[src/intr_params.svh]
// Interrupt and GPIO handler widths and counts fixed by the host register map
`ifndef INTR_PARAMS_SVH
`define INTR_PARAMS_SVH

// Device-to-host interrupt lines
`define INTR_C2H_W 64

// Host-to-device interrupt word of four 32-bit registers
`define INTR_H2C_W 128

// Each GPIO direction
`define GPIO_W 64

// Error status and error enable registers
`define ERR_W 32

// FIFO fill level registers and how many FIFOs are watched
`define FIFO_LVL_W 32
`define NUM_FIFOS 4

`endif

[src/intr_pkg.sv]
// Interrupt and GPIO handler types shared by the RTL blocks
`include "intr_params.svh"

package intr_pkg;

   typedef logic [`INTR_C2H_W-1:0] c2h_intr_t;  // One bit per c2h line
   typedef logic [`INTR_H2C_W-1:0] h2c_intr_t;
   typedef logic [`GPIO_W-1:0]     gpio_t;
   typedef logic [`ERR_W-1:0]      err_t;       // Error status or enable
   typedef logic [`FIFO_LVL_W-1:0] fifo_lvl_t;

   // Bit order from LSB is rd_req, wr_req, sn_resp, sn_data
   typedef logic [`NUM_FIFOS-1:0]  fifo_en_t;

   // Acknowledge handshake with the host
   typedef enum logic [1:0] {
      IRQ_IDLE     = 2'b00,
      IRQ_ASSERT   = 2'b01,
      IRQ_ACKED    = 2'b10,
      IRQ_DEASSERT = 2'b11
   } irq_state_t;

endpackage

[src/c2h_intr_monitor.sv]
// c2h interrupt monitor that mirrors the lines and keeps a sticky toggle bit per line
`timescale 1ns/1ps

module c2h_intr_monitor
(
   input  logic                clk,
   input  logic                resetn,
   input  intr_pkg::c2h_intr_t c2h_intr_in,
   input  intr_pkg::c2h_intr_t toggle_clear,
   output intr_pkg::c2h_intr_t intr_status,
   output intr_pkg::c2h_intr_t toggle_status
);

   import intr_pkg::*;

   c2h_intr_t c2h_prev;     // Lines as sampled on the last edge
   c2h_intr_t c2h_edge;     // Either edge on a line
   c2h_intr_t toggle_next;

   // Previous sample doubles as the status mirror
   always_ff @(posedge clk)
   begin
      if (!resetn)
      begin
         c2h_prev <= '0;    // First change after reset is seen as an edge
      end
      else
      begin
         c2h_prev <= c2h_intr_in;
      end
   end

   assign intr_status = c2h_prev;

   // Rising or falling both count
   assign c2h_edge = c2h_intr_in ^ c2h_prev;

   // A low bit sets on an edge and ignores clear
   // A high bit holds until the host clears it
   assign toggle_next = (~toggle_status & c2h_edge)
                      | (toggle_status & ~toggle_clear);

   always_ff @(posedge clk)
   begin
      if (!resetn)
      begin
         toggle_status <= '0;
      end
      else
      begin
         toggle_status <= toggle_next;
      end
   end

   // A toggle bit only rises where the line differed from its previous sample
   a_toggle_needs_edge : assert property (
      @(posedge clk) disable iff (!resetn)
      $past(resetn) |->
         ((toggle_status & ~$past(toggle_status)
           & ~$past(c2h_intr_in ^ c2h_prev)) == '0)
   )
   else $error("toggle bit set without a line change");

endmodule

[src/host_io_regs.sv]
// Host I/O registers that sample c2h GPIO, register h2c interrupts and pass h2c GPIO
`timescale 1ns/1ps

module host_io_regs
(
   input  logic                clk,
   input  logic                resetn,
   input  intr_pkg::gpio_t     c2h_gpio_in,
   input  intr_pkg::gpio_t     h2c_gpio_in,
   input  intr_pkg::h2c_intr_t h2c_intr_in,
   output intr_pkg::gpio_t     c2h_gpio_status,
   output intr_pkg::gpio_t     h2c_gpio_out,
   output intr_pkg::h2c_intr_t h2c_intr_out
);

   // Device GPIO into the host status word
   always_ff @(posedge clk)
   begin
      if (!resetn)
      begin
         c2h_gpio_status <= '0;
      end
      else
      begin
         c2h_gpio_status <= c2h_gpio_in;
      end
   end

   // Host interrupt word toward the device one cycle behind the register bank
   always_ff @(posedge clk)
   begin
      if (!resetn)
      begin
         h2c_intr_out <= '0;
      end
      else
      begin
         h2c_intr_out <= h2c_intr_in;
      end
   end

   // h2c GPIO is already a register in the bank, so no extra stage
   assign h2c_gpio_out = h2c_gpio_in;

endmodule

[src/irq_ctrl.sv]
// IRQ controller that merges enabled sources into one request with an ack handshake
`timescale 1ns/1ps

module irq_ctrl
(
   input  logic                clk,
   input  logic                resetn,
   input  intr_pkg::c2h_intr_t toggle_status,
   input  intr_pkg::c2h_intr_t toggle_enable,
   input  intr_pkg::err_t      err_status,
   input  intr_pkg::err_t      err_enable,
   input  intr_pkg::fifo_lvl_t rd_req_lvl,
   input  intr_pkg::fifo_lvl_t wr_req_lvl,
   input  intr_pkg::fifo_lvl_t sn_resp_lvl,
   input  intr_pkg::fifo_lvl_t sn_data_lvl,
   input  intr_pkg::fifo_en_t  fifo_enable,
   input  logic                irq_ack,
   output logic                irq_out
);

   import intr_pkg::*;

   fifo_en_t   fifo_nonempty;
   logic       pending;
   irq_state_t state;
   irq_state_t state_next;

   // Same bit order as fifo_enable
   assign fifo_nonempty = {|sn_data_lvl, |sn_resp_lvl, |wr_req_lvl, |rd_req_lvl};

   assign pending = (|(toggle_status & toggle_enable))
                  | (|(err_status & err_enable))
                  | (|(fifo_nonempty & fifo_enable));

   always_ff @(posedge clk)
   begin
      if (!resetn)
      begin
         state <= IRQ_IDLE;
      end
      else
      begin
         state <= state_next;
      end
   end

   always_comb
   begin
      state_next = state;
      case (state)
         IRQ_IDLE:
         begin
            if (pending)
               state_next = IRQ_ASSERT;
         end
         IRQ_ASSERT:
         begin
            if (irq_ack)
               state_next = IRQ_ACKED;   // Host has seen the request
         end
         IRQ_ACKED:
         begin
            if (!pending)
               state_next = IRQ_DEASSERT;  // Sources serviced
         end
         IRQ_DEASSERT:
         begin
            if (irq_ack)
               state_next = IRQ_IDLE;
         end
         default:
         begin
            state_next = IRQ_IDLE;
         end
      endcase
   end

   // Request stays up from assert until the sources are gone
   assign irq_out = (state == IRQ_ASSERT) || (state == IRQ_ACKED);

   a_irq_low_after_reset : assert property (
      @(posedge clk) !resetn |=> !irq_out
   )
   else $error("irq_out high in the cycle after reset");

   // No way out of ASSERT without the host ack
   a_assert_waits_ack : assert property (
      @(posedge clk) disable iff (!resetn)
      (state == IRQ_ASSERT) && !irq_ack |=> (state == IRQ_ASSERT)
   )
   else $error("left IRQ_ASSERT without irq_ack");

endmodule

[src/intr_top.sv]
// Interrupt and GPIO handler top with the c2h monitor, host I/O registers and IRQ controller
`timescale 1ns/1ps

module intr_top
(
   input  logic                clk,
   input  logic                resetn,

   // Device interrupt lines and toggle control from the host
   input  intr_pkg::c2h_intr_t c2h_intr_in,
   input  intr_pkg::c2h_intr_t toggle_clear,
   input  intr_pkg::c2h_intr_t toggle_enable,

   // Error and FIFO sources
   input  intr_pkg::err_t      err_status,
   input  intr_pkg::err_t      err_enable,
   input  intr_pkg::fifo_lvl_t rd_req_lvl,
   input  intr_pkg::fifo_lvl_t wr_req_lvl,
   input  intr_pkg::fifo_lvl_t sn_resp_lvl,
   input  intr_pkg::fifo_lvl_t sn_data_lvl,
   input  intr_pkg::fifo_en_t  fifo_enable,

   // GPIO and h2c interrupt word
   input  intr_pkg::gpio_t     c2h_gpio_in,
   input  intr_pkg::gpio_t     h2c_gpio_in,
   input  intr_pkg::h2c_intr_t h2c_intr_in,

   input  logic                irq_ack,

   output intr_pkg::c2h_intr_t intr_status,
   output intr_pkg::c2h_intr_t toggle_status,  // Also a source for the request
   output intr_pkg::gpio_t     c2h_gpio_status,
   output intr_pkg::gpio_t     h2c_gpio_out,
   output intr_pkg::h2c_intr_t h2c_intr_out,
   output logic                irq_out
);

   c2h_intr_monitor i_c2h_intr_monitor
   (
      .clk           (clk),
      .resetn        (resetn),
      .c2h_intr_in   (c2h_intr_in),
      .toggle_clear  (toggle_clear),
      .intr_status   (intr_status),
      .toggle_status (toggle_status)
   );

   host_io_regs i_host_io_regs
   (
      .clk             (clk),
      .resetn          (resetn),
      .c2h_gpio_in     (c2h_gpio_in),
      .h2c_gpio_in     (h2c_gpio_in),
      .h2c_intr_in     (h2c_intr_in),
      .c2h_gpio_status (c2h_gpio_status),
      .h2c_gpio_out    (h2c_gpio_out),
      .h2c_intr_out    (h2c_intr_out)
   );

   // Toggle source is the monitor's own register
   irq_ctrl i_irq_ctrl
   (
      .clk           (clk),
      .resetn        (resetn),
      .toggle_status (toggle_status),
      .toggle_enable (toggle_enable),
      .err_status    (err_status),
      .err_enable    (err_enable),
      .rd_req_lvl    (rd_req_lvl),
      .wr_req_lvl    (wr_req_lvl),
      .sn_resp_lvl   (sn_resp_lvl),
      .sn_data_lvl   (sn_data_lvl),
      .fifo_enable   (fifo_enable),
      .irq_ack       (irq_ack),
      .irq_out       (irq_out)
   );

endmodule

[config.mk]
export PLATFORM = sky130hd
export DESIGN_NAME = intr_top
export DESIGN_NICKNAME = d
export VERILOG_FILES = /design/src/intr_pkg.sv /design/src/c2h_intr_monitor.sv /design/src/host_io_regs.sv /design/src/irq_ctrl.sv /design/src/intr_top.sv
export VERILOG_INCLUDE_DIRS = /design/src /design/src/src
export SDC_FILE = /design/constraint.sdc
export NUM_CORES = 1
export LEC_CHECK = 0
export BUFFER_PORTS_ARGS = -buffer_cell sky130_fd_sc_hd__clkbuf_2
export CAP_MARGIN = 20
export CORE_AREA = 4 4 400 402
export CTS_BUF_LIST = sky130_fd_sc_hd__clkbuf_16
export DETAILED_ROUTE_END_ITERATION = 7
export DIE_AREA = 0 0 404 406
export MAX_ROUTING_LAYER = met4
export PLACE_DENSITY = 0.3
export SETUP_SLACK_MARGIN = 0.2
export SYNTH_ARGS = -nofsm -noshare
export SYNTH_HDL_FRONTEND = slang
export SYNTH_SLANG_ARGS = --single-unit
[constraint.sdc]
create_clock -name clk -period 2.7 [get_ports clk]
set_input_delay 0.135 -clock clk [delete_from_list [all_inputs] [get_ports clk]]
set_output_delay 0.135 -clock clk [all_outputs]
set_load 0.05 [all_outputs]
After elaboration in Yosys (flattened, before gate mapping)
Index checks and enable logic that the tools add are counted.
Word-level totals
  flip-flop bits (word level): 322
  output and inout port bits: 385
Cells by class
  reductions and logical operators: 10
  bitwise gates (word level): 11
  multiplexer cells: 5
  equality and inequality tests: 7
Operators by type and width (count)
  bitwise AND 64 bit: 3
  OR reduction 32 bit: 5
  NOT 64 bit: 2
  bitwise OR 64 bit: 1
  OR reduction 64 bit: 1
  XOR 64 bit: 1
  bitwise AND 32 bit: 1
  two-way mux 2 bit: 4
  case mux 2 bit (4 select lines): 1
  != test 2 bit, second input constant: 3
  bitwise AND 4 bit: 1
  == test 2 bit, second input constant: 2
  AND reduction 4 bit: 1
  OR reduction 4 bit: 1
  == test 2 x 1 -> 1 bit, second input constant: 1
  zero test 2 bit: 1
  != test 2 x 1 -> 1 bit, second input constant: 1
  bitwise OR 1 bit: 2
  logical OR 1 bit: 1

Depth between registers and ports, before layout
  depth after elaboration: 6
  gate-level depth with buffers: 7
  depth with buffers taken out: 7

Modules after synthesis
Synthesis repeated with hierarchy kept, for this count alone.
Second synthesis, totals
  cell total of the unflattened synthesis: 996
  area total of the unflattened synthesis: 11178.2 um^2
Modules (own cells, without submodules)
  host_io_regs: cells an instance 469, times used 1, area an instance 5755.5 um^2
  c2h_intr_monitor: cells an instance 398, times used 1, area an instance 4494.3 um^2
  irq_ctrl: cells an instance 129, times used 1, area an instance 928.4 um^2

Worst setup path after synthesis
Ideal clock, no wire load.
  path kind: reg-to-reg
  start point: register i_c2h_intr_monitor.toggle_status[16]
  end point: register i_irq_ctrl.state[1]
  library setup time: 72 ps
  buffers on the path: 0
  data arrival time: 2138 ps
  slack: 490 ps
  cell stages (with the launch flop): 8
  path through: dfxtp_1 a22oi_2 nand4_1 or4_1 nor4_1 and3b_2 mux2i_1 mux2i_1
On the way
  cells in the longest elaborated chain, start to end: 6
  elaborated cells on any way between the ends: 7
  those cells by class: eq/ne (2); bitwise (3); reduce/logical (2)
RTL lines
  start, declared: line c2h_intr_monitor.sv:11  | output intr_pkg::c2h_intr_t toggle_status
  start signal, assigned: line c2h_intr_monitor.sv:51  | toggle_status <= toggle_next;
  bitwise AND 64 bit *: line irq_ctrl.sv:31  | assign pending = (|(toggle_status & toggle_enable))
  OR reduction 64 bit *: line irq_ctrl.sv:31
  bitwise OR 1 bit *: line irq_ctrl.sv:32  | | (|(err_status & err_enable))
  bitwise OR 1 bit *: line irq_ctrl.sv:33  | | (|(fifo_nonempty & fifo_enable));
  != test 2 bit (no line) or != test 2 x 1 -> 1 bit (tied branches)
  AND reduction 4 bit (no line) *
  end signal, assigned: line irq_ctrl.sv:43  | state <= state_next;
  end, declared: line irq_ctrl.sv:25  | irq_state_t state;
Every way passes the cells marked *; elsewhere a longest branch is shown, timed or not.
A chain may end at the register's enable or synchronous reset.

Final worst setup path
  start point: register i_c2h_intr_monitor.toggle_status[11]
  end point: register i_irq_ctrl.state[1]
Same word-level chain as after synthesis.

==> summary.txt <==
STA
  • Setup Total Neg Slack: 0 ns
  • Slew of the pin with the lowest slew margin: 0.742 ns
  • Clock skew: ~0.017 ns
  • Tcrit/Tclk final: 0.891
  • # setup viols final: 0
  • Highest Clock Rate: between 400 and 500 MHz
  • Final slew viol count: 0
  • Time the final worst path needs with I/O delays and setup: approximately 2.4 ns
  • Worst path setup slack after routing: between 0.2 and 0.3 ns
  • Headroom to the max-slew limit: 0.503
  • Final count of hold timing violations: 0
  • Hold slack: 0.0913 ns
  • RSZ-0062 raised after global routing: false

Clocking
  • Clock Tree Buf Depth: 3
  • Level count of the clock H-tree: 2
  • Worst-path clk slew: approximately 0.060 ns
  • Sinks on Clock Net: ~320
  • Post-CTS Setup Repair Bufs: 0
  • Clock tree root buffer cell: clkbuf_16
  • Clock insertion delay at the later pin of the skew report: around 0.59 ns
  • CTS tree: done
  • Number of CTS-inserted buffers: between 40 and 50

Yosys
  • Cell type contributing the most total cell area after synthesis: dfxtp_1
  • Summed instance area of the synthesized netlist: approximately 11,000 µm²
  • Count of cell types in the netlist: 24
  • Average footprint of a synthesized cell: between 10 and 15 µm²
  • Main synth FF type: dfxtp_1
  • Most area-consuming cells after synthesis: dfxtp_1, and2_1, o211a_1
  • Flop and latch count out of synthesis: about 320
  • Number of enable flip-flop cells after synthesis: 0
  • Area fraction of the dominant cell type after synthesis: 0.586
  • Instance count of the mapped netlist: 996
  • Syn nets: around 1,600
  • Synth async-reset ratio: 0
  • YS warnings: 0
  • Part of the Yosys area used for sequential elements: 0.586

Routing
  • Final Routed Wirelength: between 70,000 and 80,000 µm
  • Vias: 12,145
  • Router iterations before antenna repair: 7
  • DRT iter0 DRCs: roughly 370
  • Vias/cell: around 2.8
  • Count of nets left with antenna violations after detail routing: 0
  • Residual DRC: 0
  • Routed length per placed instance: ~18 µm

Floorplan
  • Die outline height: 406 µm
  • DIE AREA: 164,000 µm²
  • Std cell rows: between 100 and 150
  • Total core area: 156,000 µm²
  • DIE WIDTH: slightly above 400 µm
  • Io pins: just over 1,000
  • Effective utilization at floorplan: 0.0705

Power and ir drop
  • PwrDens: about 630 nW/µm²
  • Largest voltage drop on the vdd net: approximately 0.00043 V
  • Static leakage power: around 11 nW

Worst setup path
  • Start-to-end type of the worst setup path: flip-flop to flip-flop
  • Reg-to-reg setup timing slack: approximately 0.29 ns
  • Arrival time at the worst endpoint: between 2 and 3 ns
  • Crit Path Max Fanout: 4
  • Critical path required time: ~3.2 ns
  • Kind of end point of the critical path: flip-flop
  • Type of origin of the critical path: flip-flop

Global route
  • Antenna violations before repair: 31
  • Number of global-route vias before repair: between 10,000 and 15,000
  • GRT Overall Usage: 0.0911
  • Wire length of the first global-routing pass: 101,000 µm
  • Largest net degree at the start of global routing: between 60 and 70
  • Congestion Overflow GR: 0

Run status
  • Status: completed

Placement
  • Worst slack after detailed placement: 0.00595 ns
  • DP HPWL: ~66,000 µm
  • Placer Congestion: 0.837
  • I/O Buffers: between 900 and 1,000
  • Dpl cells: between 3,000 and 4,000

Layout
  • Utilization of the core after routing: 0.147
  • Growth of design area from synthesis to finish: 109%
  • Final Instance Count excl. Fillers: ~4,400
  • Number of nets at the end of the flow: a little under 3,000
  • Fillcell total: approximately 18,000
  • Share of cells above drive strength 1: 0.441

Run
  • Maximum Capacitance Violations: 0

Hold path
  • Hold crit path type: input pin to flip-flop
==> sequential cells by signal, indices dropped and copies added, names as in the netlist <==
name                              cells
i_irq_ctrl.state                      2
i_host_io_regs.c2h_gpio_status       64
i_c2h_intr_monitor.toggle_status     64
i_c2h_intr_monitor.intr_status       64
i_host_io_regs.h2c_intr_out         128
==> what timing repair did <==
action,CTS,global route
endpoints found under the hold margin,322,0
hold buffers,369,0
endpoints found under the setup margin,2,1
gates resized for setup,1,5
==> per-stage QoR <==
stage / power [mW] / area (µm²)
2_1_floorplan: 7.20 / 11000
3_3_place_gp: 8.30 / 17800
3_5_place_dp: 8.29 / 17800
4_1_cts: 14.9 / 22900
5_1_grt: 15.2 / 22900
6_report: 14.4 / 22900
==> per-layer routing <==
metal / global-route usage / vias up / share of wire
li1: - / 5832 / -
met5: - / - / 0
met3: 0.0279 / 109 / 0.082
met4: 0.0347 / 0 / 0.037
met1: 0.104 / 5604 / 0.40
met2: 0.150 / 600 / 0.48
==> placed cells by master, fill, tap and decap left out, drive strengths merged, types with 3 or more instances in the layout <==
cell type	instances
a22o	5
nand2	66
nor4	35
bufinv	3
dfxtp	322
o211a	64
and2	256
a22oi	38
nor2	4
dlygate4sd3	369
o21ai	4
inv	19
ha	4
a221oi	5
xor2	64
clkinv	13
diode	14
nand4	19
clkbuf	949
buf	32
==> Yosys cell counts (all sizes together) (5+ instances only) <==
cell	number
a221oi	5
a22o	5
a22oi	38
and2	256
buf	64
clkbuf	35
dfxtp	322
nand2	66
nand4	19
nor4	35
o211a	64
xor2	64
==> worst max-delay path: stages (launching register included) <==
cell	delay [ns]
dfxtp_1	0.35
a22oi_2	0.19
nand4_1	0.24
or4_4	0.61
nor4_2	0.28
and3b_2	0.25
mux2i_1	0.23
mux2i_1	0.19
==> cell families after synthesis <==
group,synth area share
simple gates,0.203
flops,0.586
compound gates,0.0970
buf+inv,0.0566
xor+xnor,0.0509
fa+ha+maj,0.00455
mux,0.00182
==> where the power goes <==
part	leakage, nW	switching [mW]	internal [mW]
Clock	0.740	2.40	3.42
Sequential	2.69	0.224	5.08
Combinational	7.62	2.08	1.23
Total	11.0	4.71	9.72
==> path summary, 6_finish.rpt <==
check	depth (start not counted)	from	end
setup reg to reg	7	i_c2h_intr_monitor.toggle_status[11]$_SDFF_PN0_	i_irq_ctrl.state[1]$_SDFFE_PN0P_
hold reg to reg	2	i_irq_ctrl.state[1]$_SDFFE_PN0P_	i_irq_ctrl.state[1]$_SDFFE_PN0P_
setup / recovery	7	i_c2h_intr_monitor.toggle_status[11]$_SDFF_PN0_	i_irq_ctrl.state[1]$_SDFFE_PN0P_
hold / removal	2	resetn	i_c2h_intr_monitor.intr_status[19]$_SDFF_PN0_
==> cell type report <==
| cell class | count | area, µm² | share of cell area |
|---|---|---|---|
| inverters | 3 | 11.3 | 0.000491 |
| diodes | 14 | 35.0 | 0.00153 |
| multi-input cells | 572 | 3970 | 0.173 |
| clock inverters | 34 | 244 | 0.0106 |
| well taps | 2058 | 2570 | 0.112 |
| clock buffers | 47 | 1180 | 0.0513 |
| repair buffers | 1303 | 8490 | 0.370 |
| flip-flops and latches | 322 | 6450 | 0.281 |
No activity file was read; power rests on OpenSTA's default activity.
